[config.mk]
export PLATFORM = sky130hd
export DESIGN_NAME = mac_tx_top
export DESIGN_NICKNAME = d
export VERILOG_FILES = /design/src/mac_tx_pkg.sv /design/src/frame_if.sv /design/src/mac_tx_top.sv /design/src/xmit_controller.sv /design/src/crc8_gen.sv /design/src/frame_buffer.sv /design/src/frame_assembler.sv
export SDC_FILE = /design/constraint.sdc
export NUM_CORES = 2
export LEC_CHECK = 0
export BUFFER_PORTS_ARGS = -buffer_cell sky130_fd_sc_hd__buf_4
export CORE_ASPECT_RATIO = 1.25
export CORE_MARGIN = 2
export CORE_UTILIZATION = 50
export CTS_BUF_LIST = sky130_fd_sc_hd__clkbuf_8
export CTS_CLUSTER_DIAMETER = 100
export DETAILED_ROUTE_END_ITERATION = 8
export PLACE_DENSITY = 0.76
export SYNTH_ARGS = -nofsm -noshare
export SYNTH_HDL_FRONTEND = slang
export SYNTH_SLANG_ARGS = --single-unit
[constraint.sdc]
create_clock -name clk -period 37.3 [get_ports clk]
set_input_delay 7.46 -clock clk [delete_from_list [all_inputs] [get_ports clk]]
set_output_delay 7.46 -clock clk [all_outputs]
set_load 0.05 [all_outputs]
[src/mac_tx_pkg.sv]
package mac_tx_pkg;

    // one data byte between host, buffer and line
    typedef logic [7:0] byte_t;

    // frame buffer address, 512 bytes
    typedef logic [8:0] buf_addr_t;

    // frame type field
    typedef logic [7:0] ftype_t;

    // frame type codes
    localparam ftype_t FTYPE_RAW    = 8'h30;
    localparam ftype_t FTYPE_DATA   = 8'h31;
    localparam ftype_t FTYPE_ACKREQ = 8'h32;

    // line framing bytes
    localparam byte_t PREAMBLE_BYTE = 8'h55;
    localparam byte_t SFD_BYTE      = 8'hd0;

    // destination, source and type, all covered by the CRC
    localparam int HEADER_BYTES = 3;

endpackage
[src/frame_if.sv]
`timescale 1ns/10ps

interface frame_if;
    import mac_tx_pkg::*;

    // write side, from the assembler
    logic      wr_en;
    buf_addr_t wr_addr;
    byte_t     wr_data;
    logic      commit;
    buf_addr_t commit_len;
    ftype_t    commit_ftype;
    logic      full;

    // read side, used by the transmit controller
    buf_addr_t rd_addr;
    byte_t     rd_data;
    buf_addr_t frame_len;
    ftype_t    frame_ftype;
    logic      release_buf;

    modport assembler (
        output wr_en, wr_addr, wr_data, commit, commit_len, commit_ftype,
        input  full
    );

    modport buffer (
        input  wr_en, wr_addr, wr_data, commit, commit_len, commit_ftype, rd_addr, release_buf,
        output full, rd_data, frame_len, frame_ftype
    );

    modport controller (
        output rd_addr, release_buf,
        input  rd_data, frame_len, frame_ftype, full
    );

endinterface

[src/mac_tx_top.sv]
`timescale 1ns/10ps

module mac_tx_top #(
    parameter int                PREAMBLE_LENGTH   = 2,
    parameter mac_tx_pkg::byte_t MAC_ADDR          = 8'h4a,
    parameter int                MAX_PAYLOAD       = 255,
    parameter int                DIFS_TICKS        = 8,
    parameter int                SLOT_TICKS        = 2,
    parameter int                ACK_TIMEOUT_TICKS = 16,
    parameter int                MAX_ATTEMPTS      = 3
) (
    input  logic              clk,
    input  logic              rst,
    input  mac_tx_pkg::byte_t xdata,
    input  logic              xvalid,
    input  logic              xsend,
    output logic              xrdy,
    input  logic              tick,
    input  logic              cardet,
    input  logic              ack_received,
    output mac_tx_pkg::byte_t mx_data,
    output logic              mx_valid,
    input  logic              mx_rdy,
    output logic              xbusy,
    output mac_tx_pkg::byte_t xerrcnt
);

    frame_if fif ();

    // host side builds the frame
    frame_assembler #(
        .PREAMBLE_LENGTH (PREAMBLE_LENGTH),
        .MAC_ADDR        (MAC_ADDR),
        .MAX_PAYLOAD     (MAX_PAYLOAD)
    ) frame_assembler_i (
        .clk    (clk),
        .rst    (rst),
        .xdata  (xdata),
        .xvalid (xvalid),
        .xsend  (xsend),
        .xrdy   (xrdy),
        .wr     (fif.assembler)
    );

    frame_buffer frame_buffer_i (
        .clk (clk),
        .rst (rst),
        .bus (fif.buffer)
    );

    // line side sends it
    xmit_controller #(
        .PREAMBLE_LENGTH   (PREAMBLE_LENGTH),
        .DIFS_TICKS        (DIFS_TICKS),
        .SLOT_TICKS        (SLOT_TICKS),
        .ACK_TIMEOUT_TICKS (ACK_TIMEOUT_TICKS),
        .MAX_ATTEMPTS      (MAX_ATTEMPTS)
    ) xmit_controller_i (
        .clk          (clk),
        .rst          (rst),
        .tick         (tick),
        .cardet       (cardet),
        .ack_received (ack_received),
        .mx_rdy       (mx_rdy),
        .mx_data      (mx_data),
        .mx_valid     (mx_valid),
        .xbusy        (xbusy),
        .xerrcnt      (xerrcnt),
        .rd           (fif.controller)
    );

endmodule

[src/xmit_controller.sv]
`timescale 1ns/10ps

module xmit_controller #(
    parameter int PREAMBLE_LENGTH   = 2,
    parameter int DIFS_TICKS        = 8,
    parameter int SLOT_TICKS        = 2,
    parameter int ACK_TIMEOUT_TICKS = 16,
    parameter int MAX_ATTEMPTS      = 3
) (
    input  logic              clk,
    input  logic              rst,
    input  logic              tick,
    input  logic              cardet,
    input  logic              ack_received,
    input  logic              mx_rdy,
    output mac_tx_pkg::byte_t mx_data,
    output logic              mx_valid,
    output logic              xbusy,
    output mac_tx_pkg::byte_t xerrcnt,
    frame_if.controller       rd
);
    import mac_tx_pkg::*;

    typedef enum logic [2:0] {
        IDLE, WAIT_DIFS, WAIT_BACKOFF, FETCH, SEND, SEND_CRC, ACK_WAIT
    } state_t;

    state_t      state;
    logic [15:0] tick_cnt;
    logic [15:0] backoff_lim;
    logic [15:0] draw;
    logic [15:0] lfsr;
    logic [7:0]  attempt_cnt;
    logic        busy_seen;
    buf_addr_t   rd_addr;
    buf_addr_t   sent_cnt;
    logic        rd_vld;
    logic        pf_vld;
    byte_t       pf_data;
    byte_t       crc;
    logic        take;
    logic        out_free;
    logic        load_out;
    logic        pf_next;
    logic        pf_load;
    logic        issue;
    logic        last_take;
    logic        crc_en;

    assign xbusy      = rd.full;
    assign rd.rd_addr = rd_addr;

    // backoff of (k+1) slots, k from 0 to 7
    assign draw = 16'((int'(lfsr[2:0]) + 1) * SLOT_TICKS);

    // output register, prefetch register and one read in flight
    assign take      = mx_valid && mx_rdy;
    assign out_free  = !mx_valid || mx_rdy;
    assign load_out  = (state == SEND) && out_free && (pf_vld || rd_vld);
    assign pf_next   = load_out ? (pf_vld && rd_vld) : (pf_vld || rd_vld);
    assign pf_load   = rd_vld && (pf_vld || !load_out);
    assign issue     = (state == SEND) && !pf_next && (rd_addr < rd.frame_len);
    assign last_take = take && (sent_cnt == rd.frame_len - 1'b1);

    // CRC starts at the destination byte
    assign crc_en = (state == SEND) && take && (sent_cnt >= buf_addr_t'(PREAMBLE_LENGTH + 1));

    crc8_gen crc8_gen_i (
        .clk  (clk),
        .rst  (rst),
        .clr  (state == FETCH),
        .en   (crc_en),
        .data (mx_data),
        .crc  (crc)
    );

    always_ff @(posedge clk) begin
        if (rst) begin
            state          <= IDLE;
            tick_cnt       <= '0;
            backoff_lim    <= '0;
            lfsr           <= 16'hace1;
            attempt_cnt    <= '0;
            busy_seen      <= 1'b0;
            rd_addr        <= '0;
            sent_cnt       <= '0;
            rd_vld         <= 1'b0;
            pf_vld         <= 1'b0;
            mx_valid       <= 1'b0;
            xerrcnt        <= '0;
            rd.release_buf <= 1'b0;
        end else begin
            lfsr           <= {lfsr[14:0], lfsr[15] ^ lfsr[13] ^ lfsr[12] ^ lfsr[10]};
            rd.release_buf <= 1'b0;
            case (state)
                IDLE: begin
                    attempt_cnt <= '0;
                    rd_addr     <= '0;
                    tick_cnt    <= '0;
                    busy_seen   <= 1'b0;
                    // full is still high in the cycle of release
                    if (rd.full && !rd.release_buf) state <= WAIT_DIFS;
                end
                WAIT_DIFS: begin
                    busy_seen <= busy_seen || cardet;
                    if (tick) begin
                        if (tick_cnt == 16'(DIFS_TICKS - 1)) begin
                            tick_cnt <= '0;
                            if (busy_seen || cardet) begin
                                backoff_lim <= draw;
                                state       <= WAIT_BACKOFF;
                            end else begin
                                state <= FETCH;
                            end
                        end else begin
                            tick_cnt <= tick_cnt + 1'b1;
                        end
                    end
                end
                WAIT_BACKOFF: begin
                    if (tick) begin
                        if (tick_cnt == backoff_lim - 1'b1) begin
                            tick_cnt <= '0;
                            // channel still busy, draw again
                            if (cardet) backoff_lim <= draw;
                            else state <= FETCH;
                        end else begin
                            tick_cnt <= tick_cnt + 1'b1;
                        end
                    end
                end
                FETCH: begin
                    rd_addr     <= rd_addr + 1'b1;
                    rd_vld      <= 1'b1;
                    pf_vld      <= 1'b0;
                    sent_cnt    <= '0;
                    attempt_cnt <= attempt_cnt + 1'b1;
                    state       <= SEND;
                end
                SEND: begin
                    if (issue) rd_addr <= rd_addr + 1'b1;
                    rd_vld <= issue;
                    pf_vld <= pf_next;
                    if (load_out) mx_valid <= 1'b1;
                    else if (take) mx_valid <= 1'b0;
                    if (take) sent_cnt <= sent_cnt + 1'b1;
                    if (last_take) begin
                        if (rd.frame_ftype == FTYPE_RAW) begin
                            rd.release_buf <= 1'b1;
                            state          <= IDLE;
                        end else begin
                            state <= SEND_CRC;
                        end
                    end
                end
                SEND_CRC: begin
                    // one idle cycle lets the last byte settle into the CRC
                    if (!mx_valid) begin
                        mx_valid <= 1'b1;
                    end else if (mx_rdy) begin
                        mx_valid <= 1'b0;
                        tick_cnt <= '0;
                        if (rd.frame_ftype == FTYPE_ACKREQ) begin
                            state <= ACK_WAIT;
                        end else begin
                            rd.release_buf <= 1'b1;
                            state          <= IDLE;
                        end
                    end
                end
                ACK_WAIT: begin
                    if (ack_received) begin
                        rd.release_buf <= 1'b1;
                        state          <= IDLE;
                    end else if (tick) begin
                        if (tick_cnt == 16'(ACK_TIMEOUT_TICKS - 1)) begin
                            tick_cnt <= '0;
                            if (attempt_cnt == 8'(MAX_ATTEMPTS)) begin
                                xerrcnt        <= xerrcnt + 1'b1;
                                rd.release_buf <= 1'b1;
                                state          <= IDLE;
                            end else begin
                                // resend from the start after a fresh DIFS
                                rd_addr   <= '0;
                                busy_seen <= 1'b0;
                                state     <= WAIT_DIFS;
                            end
                        end else begin
                            tick_cnt <= tick_cnt + 1'b1;
                        end
                    end
                end
                default: state <= IDLE;
            endcase
        end
    end

    always_ff @(posedge clk) begin
        if (load_out) mx_data <= pf_vld ? pf_data : rd.rd_data;
        else if (state == SEND_CRC && !mx_valid) mx_data <= crc;
        if (pf_load) pf_data <= rd.rd_data;
    end

endmodule

[src/crc8_gen.sv]
`timescale 1ns/10ps

module crc8_gen (
    input  logic              clk,
    input  logic              rst,
    input  logic              clr,
    input  logic              en,
    input  mac_tx_pkg::byte_t data,
    output mac_tx_pkg::byte_t crc
);
    import mac_tx_pkg::*;

    localparam byte_t POLY = 8'h07;

    byte_t crc_next;

    // msb first, eight shift steps per byte
    always_comb begin
        crc_next = crc ^ data;
        for (int i = 0; i < 8; i++) begin
            if (crc_next[7]) crc_next = {crc_next[6:0], 1'b0} ^ POLY;
            else crc_next = {crc_next[6:0], 1'b0};
        end
    end

    always_ff @(posedge clk) begin
        if (rst || clr) begin
            crc <= '0;
        end else if (en) begin
            crc <= crc_next;
        end
    end

endmodule

[src/frame_buffer.sv]
`timescale 1ns/10ps

module frame_buffer (
    input  logic     clk,
    input  logic     rst,
    frame_if.buffer  bus
);
    import mac_tx_pkg::*;

    byte_t mem [0:511];

    // byte RAM, registered read
    always_ff @(posedge clk) begin
        if (bus.wr_en) begin
            mem[bus.wr_addr] <= bus.wr_data;
        end
        bus.rd_data <= mem[bus.rd_addr];
    end

    // frame descriptor captured on commit
    always_ff @(posedge clk) begin
        if (bus.commit) begin
            bus.frame_len   <= bus.commit_len;
            bus.frame_ftype <= bus.commit_ftype;
        end
    end

    // one frame at a time
    always_ff @(posedge clk) begin
        if (rst) begin
            bus.full <= 1'b0;
        end else if (bus.commit) begin
            bus.full <= 1'b1;
        end else if (bus.release_buf) begin
            bus.full <= 1'b0;
        end
    end

endmodule

[src/frame_assembler.sv]
`timescale 1ns/10ps

module frame_assembler #(
    parameter int                PREAMBLE_LENGTH = 2,
    parameter mac_tx_pkg::byte_t MAC_ADDR        = 8'h4a,
    parameter int                MAX_PAYLOAD     = 255
) (
    input  logic              clk,
    input  logic              rst,
    input  mac_tx_pkg::byte_t xdata,
    input  logic              xvalid,
    input  logic              xsend,
    output logic              xrdy,
    frame_if.assembler        wr
);
    import mac_tx_pkg::*;

    typedef enum logic [2:0] {IDLE, PREAMBLE, SFD, DEST, SRC, TYPE, PAYLOAD, COMMIT} state_t;

    state_t    state;
    buf_addr_t addr;
    buf_addr_t pay_cnt;
    byte_t     dest_q;
    ftype_t    ftype_q;
    logic      take;

    // host bytes only in IDLE (destination), TYPE and PAYLOAD
    assign xrdy = (state == IDLE || state == TYPE || state == PAYLOAD) && !wr.full;
    assign take = xvalid && xrdy;

    assign wr.wr_addr      = addr;
    assign wr.commit       = (state == COMMIT);
    assign wr.commit_len   = buf_addr_t'(PREAMBLE_LENGTH + 1 + HEADER_BYTES) + pay_cnt;
    assign wr.commit_ftype = ftype_q;

    always_comb begin
        wr.wr_en   = 1'b0;
        wr.wr_data = xdata;
        case (state)
            PREAMBLE: begin
                wr.wr_en   = 1'b1;
                wr.wr_data = PREAMBLE_BYTE;
            end
            SFD: begin
                wr.wr_en   = 1'b1;
                wr.wr_data = SFD_BYTE;
            end
            DEST: begin
                wr.wr_en   = 1'b1;
                wr.wr_data = dest_q;
            end
            SRC: begin
                wr.wr_en   = 1'b1;
                wr.wr_data = MAC_ADDR;
            end
            TYPE, PAYLOAD: wr.wr_en = take;
            default: wr.wr_en = 1'b0;
        endcase
    end

    always_ff @(posedge clk) begin
        if (rst) begin
            state   <= IDLE;
            addr    <= '0;
            pay_cnt <= '0;
        end else begin
            case (state)
                IDLE: begin
                    addr    <= '0;
                    pay_cnt <= '0;
                    if (take) state <= PREAMBLE;
                end
                PREAMBLE: begin
                    addr <= addr + 1'b1;
                    if (addr == buf_addr_t'(PREAMBLE_LENGTH - 1)) state <= SFD;
                end
                SFD: begin
                    addr  <= addr + 1'b1;
                    state <= DEST;
                end
                DEST: begin
                    addr  <= addr + 1'b1;
                    state <= SRC;
                end
                SRC: begin
                    addr  <= addr + 1'b1;
                    state <= TYPE;
                end
                TYPE: begin
                    if (take) begin
                        addr  <= addr + 1'b1;
                        state <= PAYLOAD;
                    end
                end
                PAYLOAD: begin
                    if (take) begin
                        addr    <= addr + 1'b1;
                        pay_cnt <= pay_cnt + 1'b1;
                        // cut the frame at MAX_PAYLOAD even without xsend
                        if (xsend || pay_cnt == buf_addr_t'(MAX_PAYLOAD - 1)) state <= COMMIT;
                    end
                end
                default: state <= IDLE;
            endcase
        end
    end

    // destination held until the preamble and SFD are in
    always_ff @(posedge clk) begin
        if (state == IDLE && take) dest_q <= xdata;
        if (state == TYPE && take) ftype_q <= xdata;
    end

endmodule

==> flow_results.xml <==
<?xml version="1.0" encoding="UTF-8"?>
<metrics>
  <group name="yosys">
    <metric name="synth_largest_area_cell" unit="">edfxtp_1</metric>
    <metric name="async_flop_share" unit="">0</metric>
    <metric name="synthMuxAreaShare" unit="">0.157</metric>
    <metric name="synth-adder-area-share" unit="">0.00236</metric>
    <metric name="yosysSeqAreaShare" unit="">0.759</metric>
    <metric name="synth_top_family_by_area" unit="">multiplexers</metric>
    <metric name="syn_area" unit="sq um">167000</metric>
    <metric name="synth-compound-area-share" unit="">0.0263</metric>
    <metric name="synthXorXnorAreaFrac" unit="">0.00498</metric>
    <metric name="share_of_the_synthesized_area_in_the_top_cell_type" unit="">0.745</metric>
    <metric name="yosys.area_share.simple" unit="">0.0330</metric>
    <metric name="synth_edf_count" unit="">4145</metric>
    <metric name="netlist_top_cells_area" unit="">edfxtp_1, mux4_2, mux2i_1</metric>
    <metric name="yosys_register_bits" unit="">4261</metric>
    <metric name="synth.distinct_cells" unit="">86</metric>
    <metric name="synthCells" unit="">8226</metric>
    <metric name="ys.flop_type" unit="">edfxtp_1</metric>
    <metric name="synth.cells.most_frequent" unit="">edfxtp_1, mux4_2, nor2_1</metric>
    <metric name="postSynthAreaPerCell" unit="sq um">20.3</metric>
    <metric name="synthesis.nets" unit="">8271</metric>
    <metric name="post-synth-top-count-cell" unit="">edfxtp_1</metric>
    <metric name="yosys_warnings" unit="">0</metric>
  </group>
  <group name="sta">
    <metric name="final_hold_viol_count" unit="">0</metric>
    <metric name="finalSetupTns" unit="ns">0</metric>
    <metric name="worst_tran_pin_value" unit="ns">1.31</metric>
    <metric name="final_number_of_setup_violating_endpoints" unit="">0</metric>
    <metric name="timing.final.crit_period" unit="ns">10.22</metric>
    <metric name="min_period_over_period" unit="">0.274</metric>
    <metric name="max_slew_margin" unit="">0.110</metric>
    <metric name="rsz0062_at_grt" unit="">false</metric>
    <metric name="fmaxAchievable" unit="MHz">97.8</metric>
    <metric name="final.setup_skew" unit="ns">0.0607</metric>
    <metric name="finalMaxSlewViolations" unit="">0</metric>
  </group>
  <group name="route">
    <metric name="initialDrtViolationCount" unit="">15300</metric>
    <metric name="total_routed_wirelength" unit="microns">467000</metric>
    <metric name="viasPerCell" unit="">6.59</metric>
    <metric name="detail_route.wl_per_cell" unit="microns">34.8</metric>
    <metric name="drc" unit="">0</metric>
    <metric name="detailroute.via_count" unit="">88600</metric>
    <metric name="detail-route-antenna-nets" unit="">0</metric>
    <metric name="first_pass_iteration_count_of_the_detailed_router" unit="">7</metric>
  </group>
  <group name="run_status">
    <metric name="run_status" unit="">completed</metric>
  </group>
  <group name="finish">
    <metric name="multiInputGateArea" unit="sq um">37600</metric>
    <metric name="area_growth" unit="%">9.75</metric>
    <metric name="fraction_of_layout_instances_using_a_drive_strength_above_1" unit="">0.233</metric>
    <metric name="nets" unit="">8592</metric>
    <metric name="fill_cells" unit="">23900</metric>
    <metric name="regArea" unit="sq um">127000</metric>
    <metric name="layout.cell_area.non_filler" unit="sq um">183000</metric>
  </group>
  <group name="critical_path">
    <metric name="end_kind" unit="">flop</metric>
    <metric name="cpMostUsedCell" unit="">buf_4</metric>
    <metric name="cp_cell_sequence" unit="">buf_4, nor2b_1, a21oi_1, nor2_4, inv_1, nor3b_1, buf_4, nand2_4, buf_4, nor2_1</metric>
    <metric name="critical_path_arrival" unit="ns">10.89</metric>
    <metric name="cp_slowest_stage_delay" unit="ns">0.73</metric>
    <metric name="worstPathMaxFanout" unit="">18</metric>
    <metric name="criticalPathCategory" unit="">in -&gt; reg</metric>
    <metric name="slowest_stage" unit="">nor2_4</metric>
    <metric name="crit_family" unit="">simple AND/OR/NAND/NOR gates</metric>
    <metric name="critPathBufInv" unit="">4</metric>
    <metric name="element_type_at_the_critical_path_start" unit="">input pin</metric>
    <metric name="worstPathRequired" unit="ns">37.97</metric>
  </group>
  <group name="power">
    <metric name="worst_ir_drop_vdd" unit="V">0.0000831</metric>
    <metric name="cellLeakagePower" unit="nW">55.4</metric>
    <metric name="cellPowerDensity" unit="nW/um^2">60.5</metric>
  </group>
  <group name="clocking">
    <metric name="cts.path.max_buffers" unit="">4</metric>
    <metric name="tritoncts" unit="">yes</metric>
    <metric name="cts-buffers-inserted" unit="">588</metric>
    <metric name="cts_root_buf" unit="">clkbuf_8</metric>
    <metric name="htree_levels" unit="">6</metric>
    <metric name="cts-hold-fix-buffers" unit="">0</metric>
    <metric name="clock_sink_count" unit="">4261</metric>
    <metric name="post_cts_resize_count" unit="">0</metric>
    <metric name="post_cts_buffers" unit="">0</metric>
    <metric name="clkTransAtPathRegs" unit="ns">0.07</metric>
    <metric name="worst_skew_pair.late_latency" unit="ns">1.07</metric>
  </group>
  <group name="floorplan">
    <metric name="effective_utilization_at_floorplan" unit="">0.502</metric>
    <metric name="io_pins" unit="">35</metric>
    <metric name="die_x" unit="microns">521</metric>
    <metric name="die_height" unit="microns">650</metric>
    <metric name="fp-row-count" unit="">237</metric>
    <metric name="floorplan.core_area" unit="sq um">333000</metric>
    <metric name="die_area" unit="sq um">339000</metric>
  </group>
  <group name="placement">
    <metric name="buffer_ports.inserted" unit="">34</metric>
    <metric name="gp_routability_congestion" unit="">0.960</metric>
    <metric name="dpl-instance-area" unit="sq um">172000</metric>
    <metric name="detailedPlacementHpwl" unit="microns">277000</metric>
  </group>
  <group name="global_route">
    <metric name="met3_usage" unit="">0.0639</metric>
    <metric name="grt_max_degree" unit="">158</metric>
    <metric name="wire_length_of_the_first_global_routing_pass" unit="microns">656000</metric>
    <metric name="global_route.usage.met2" unit="">0.429</metric>
    <metric name="grtUsageTotal" unit="">0.272</metric>
    <metric name="grt_antenna_before_repair" unit="">19</metric>
    <metric name="grt-busiest-layer" unit="">met2</metric>
    <metric name="globalRouteOverflowTotal" unit="">0</metric>
    <metric name="first_global_vias" unit="">87900</metric>
    <metric name="met1_usage_grt" unit="">0.347</metric>
  </group>
  <group name="min_path">
    <metric name="timing.hold.worst.class" unit="">reg -&gt; reg</metric>
  </group>
  <group name="flow_run">
    <metric name="cap_violations" unit="">0</metric>
  </group>
</metrics>
[cells by family (layout without fill, tap and decap cells)]
| family | after synthesis | in the layout |
|---|---|---|
| flops | 4261 | 4261 |
| compound gates | 661 | 661 |
| other cells | 0 | 20 |
| mux | 1353 | 1353 |
| simple gates | 1283 | 1283 |
| fa+ha+maj | 32 | 32 |
| xor+xnor | 95 | 95 |
| buf+inv | 541 | 1308 |
[metrics by stage]
stage | utilization | total power, mW | worst slack (ns) | std cells | hold slack (ns)
after floorplan | - | 7.77 | 12.37 | 8226 | 0.389
after global placement | 0.517 | 7.66 | 26.11 | 12400 | 0.398
after detailed placement | 0.517 | 7.66 | 26.10 | 12400 | 0.397
after CTS | 0.550 | 11.1 | 27.16 | 13400 | 0.422
after global routing | 0.550 | 11.3 | 27.02 | 13400 | 0.427
final | 0.550 | 11.1 | 27.08 | 13400 | 0.423
[path summary, 6_finish.rpt]
| check | startpoint | to | slack (ns) | cells past startpoint |
|---|---|---|---|---|
| worst max-delay path | xvalid | frame_buffer_i.mem[89][7] | 27.08 | 10 |
| worst min-delay path | xmit_controller_i.lfsr[14] | xmit_controller_i.lfsr[15] | 0.42 | 1 |
| worst min register to register | xmit_controller_i.lfsr[14] | xmit_controller_i.lfsr[15] | 0.42 | 1 |
| worst max register to register | xmit_controller_i.rd.rd_addr[1] | frame_buffer_i.bus.rd_data[7] | 29.99 | 12 |
[worst reg2reg max path: stages (launching register included)]
cell and delay [ns]:
dfxtp_4 0.81, buf_12 0.59, buf_12 0.67, buf_4 0.90, buf_4 0.71, mux4_2 0.52, a22oi_1 0.20, and3_1 0.23
a211oi_1 0.14, a311oi_1 0.85, nor2_1 0.10, o2111ai_1 0.89, a31oi_1 0.44
[flip-flops by register name, indices dropped and copies added, names as in the netlist, 3 cells and up]
name / cells
xmit_controller_i.attempt_cnt: 8
xmit_controller_i.crc8_gen_i.crc: 8
frame_assembler_i.pay_cnt: 9
xmit_controller_i.pf_data: 8
xmit_controller_i.rd.rd_addr: 9
xmit_controller_i.mx_data: 8
xmit_controller_i.sent_cnt: 9
frame_assembler_i.dest_q: 8
xmit_controller_i.backoff_lim: 4
frame_assembler_i.state: 3
xmit_controller_i.xerrcnt: 8
xmit_controller_i.lfsr: 16
frame_buffer_i.bus.rd_data: 8
frame_buffer_i.bus.frame_ftype: 8
frame_assembler_i.wr.commit_ftype: 8
frame_assembler_i.wr.wr_addr: 9
xmit_controller_i.state: 3
frame_buffer_i.mem: 4096
xmit_controller_i.tick_cnt: 16
frame_buffer_i.bus.frame_len: 9
[placed cells by master, fill, tap and decap left out, types with 27 or more instances in the layout]
| cell | count |
|---|---|
| a211oi_1 | 46 |
| a21oi_1 | 157 |
| a221oi_1 | 39 |
| a22oi_1 | 46 |
| a31oi_1 | 31 |
| buf_4 | 213 |
| bufinv_16 | 33 |
| clkbuf_8 | 609 |
| clkinv_1 | 122 |
| clkinv_2 | 84 |
| clkinvlp_4 | 37 |
| dfxtp_1 | 109 |
| edfxtp_1 | 4145 |
| ha_1 | 29 |
| inv_1 | 176 |
| mux2i_1 | 337 |
| mux4_2 | 1005 |
| nand2_1 | 290 |
| nand3_1 | 56 |
| nand4_1 | 27 |
| nor2_1 | 693 |
| nor2b_1 | 32 |
| nor3_1 | 31 |
| o21ai_0 | 97 |
| o221ai_1 | 42 |
| o22ai_1 | 77 |
| xnor2_1 | 48 |
| xor2_1 | 47 |
[report_power, final]
part           total, mW  switching (mW)  internal (mW)
Sequential          6.16          0.0159           6.14
Clock               3.51            1.76           1.75
Combinational       1.43            1.32          0.117
[metal layers]
| layer | up-vias | wire length [microns] |
|---|---|---|
| met4 | 6 | 32700 |
| met3 | 1501 | 63100 |
| met1 | 44800 | 152000 |
| met2 | 7763 | 219000 |
| li1 | 34500 | - |
| met5 | - | 35 |
[area by class of cell]
cell class | instances | area share
diodes | 20 | 0.000273
clock buffers | 609 | 0.0457
clock inverters | 427 | 0.0152
inverters | 42 | 0.000942
multi-input cells | 3424 | 0.205
flip-flops and latches | 4261 | 0.692
well taps | 4421 | 0.0302
repair buffers | 230 | 0.0106
Power figures use the tool's default switching activity.
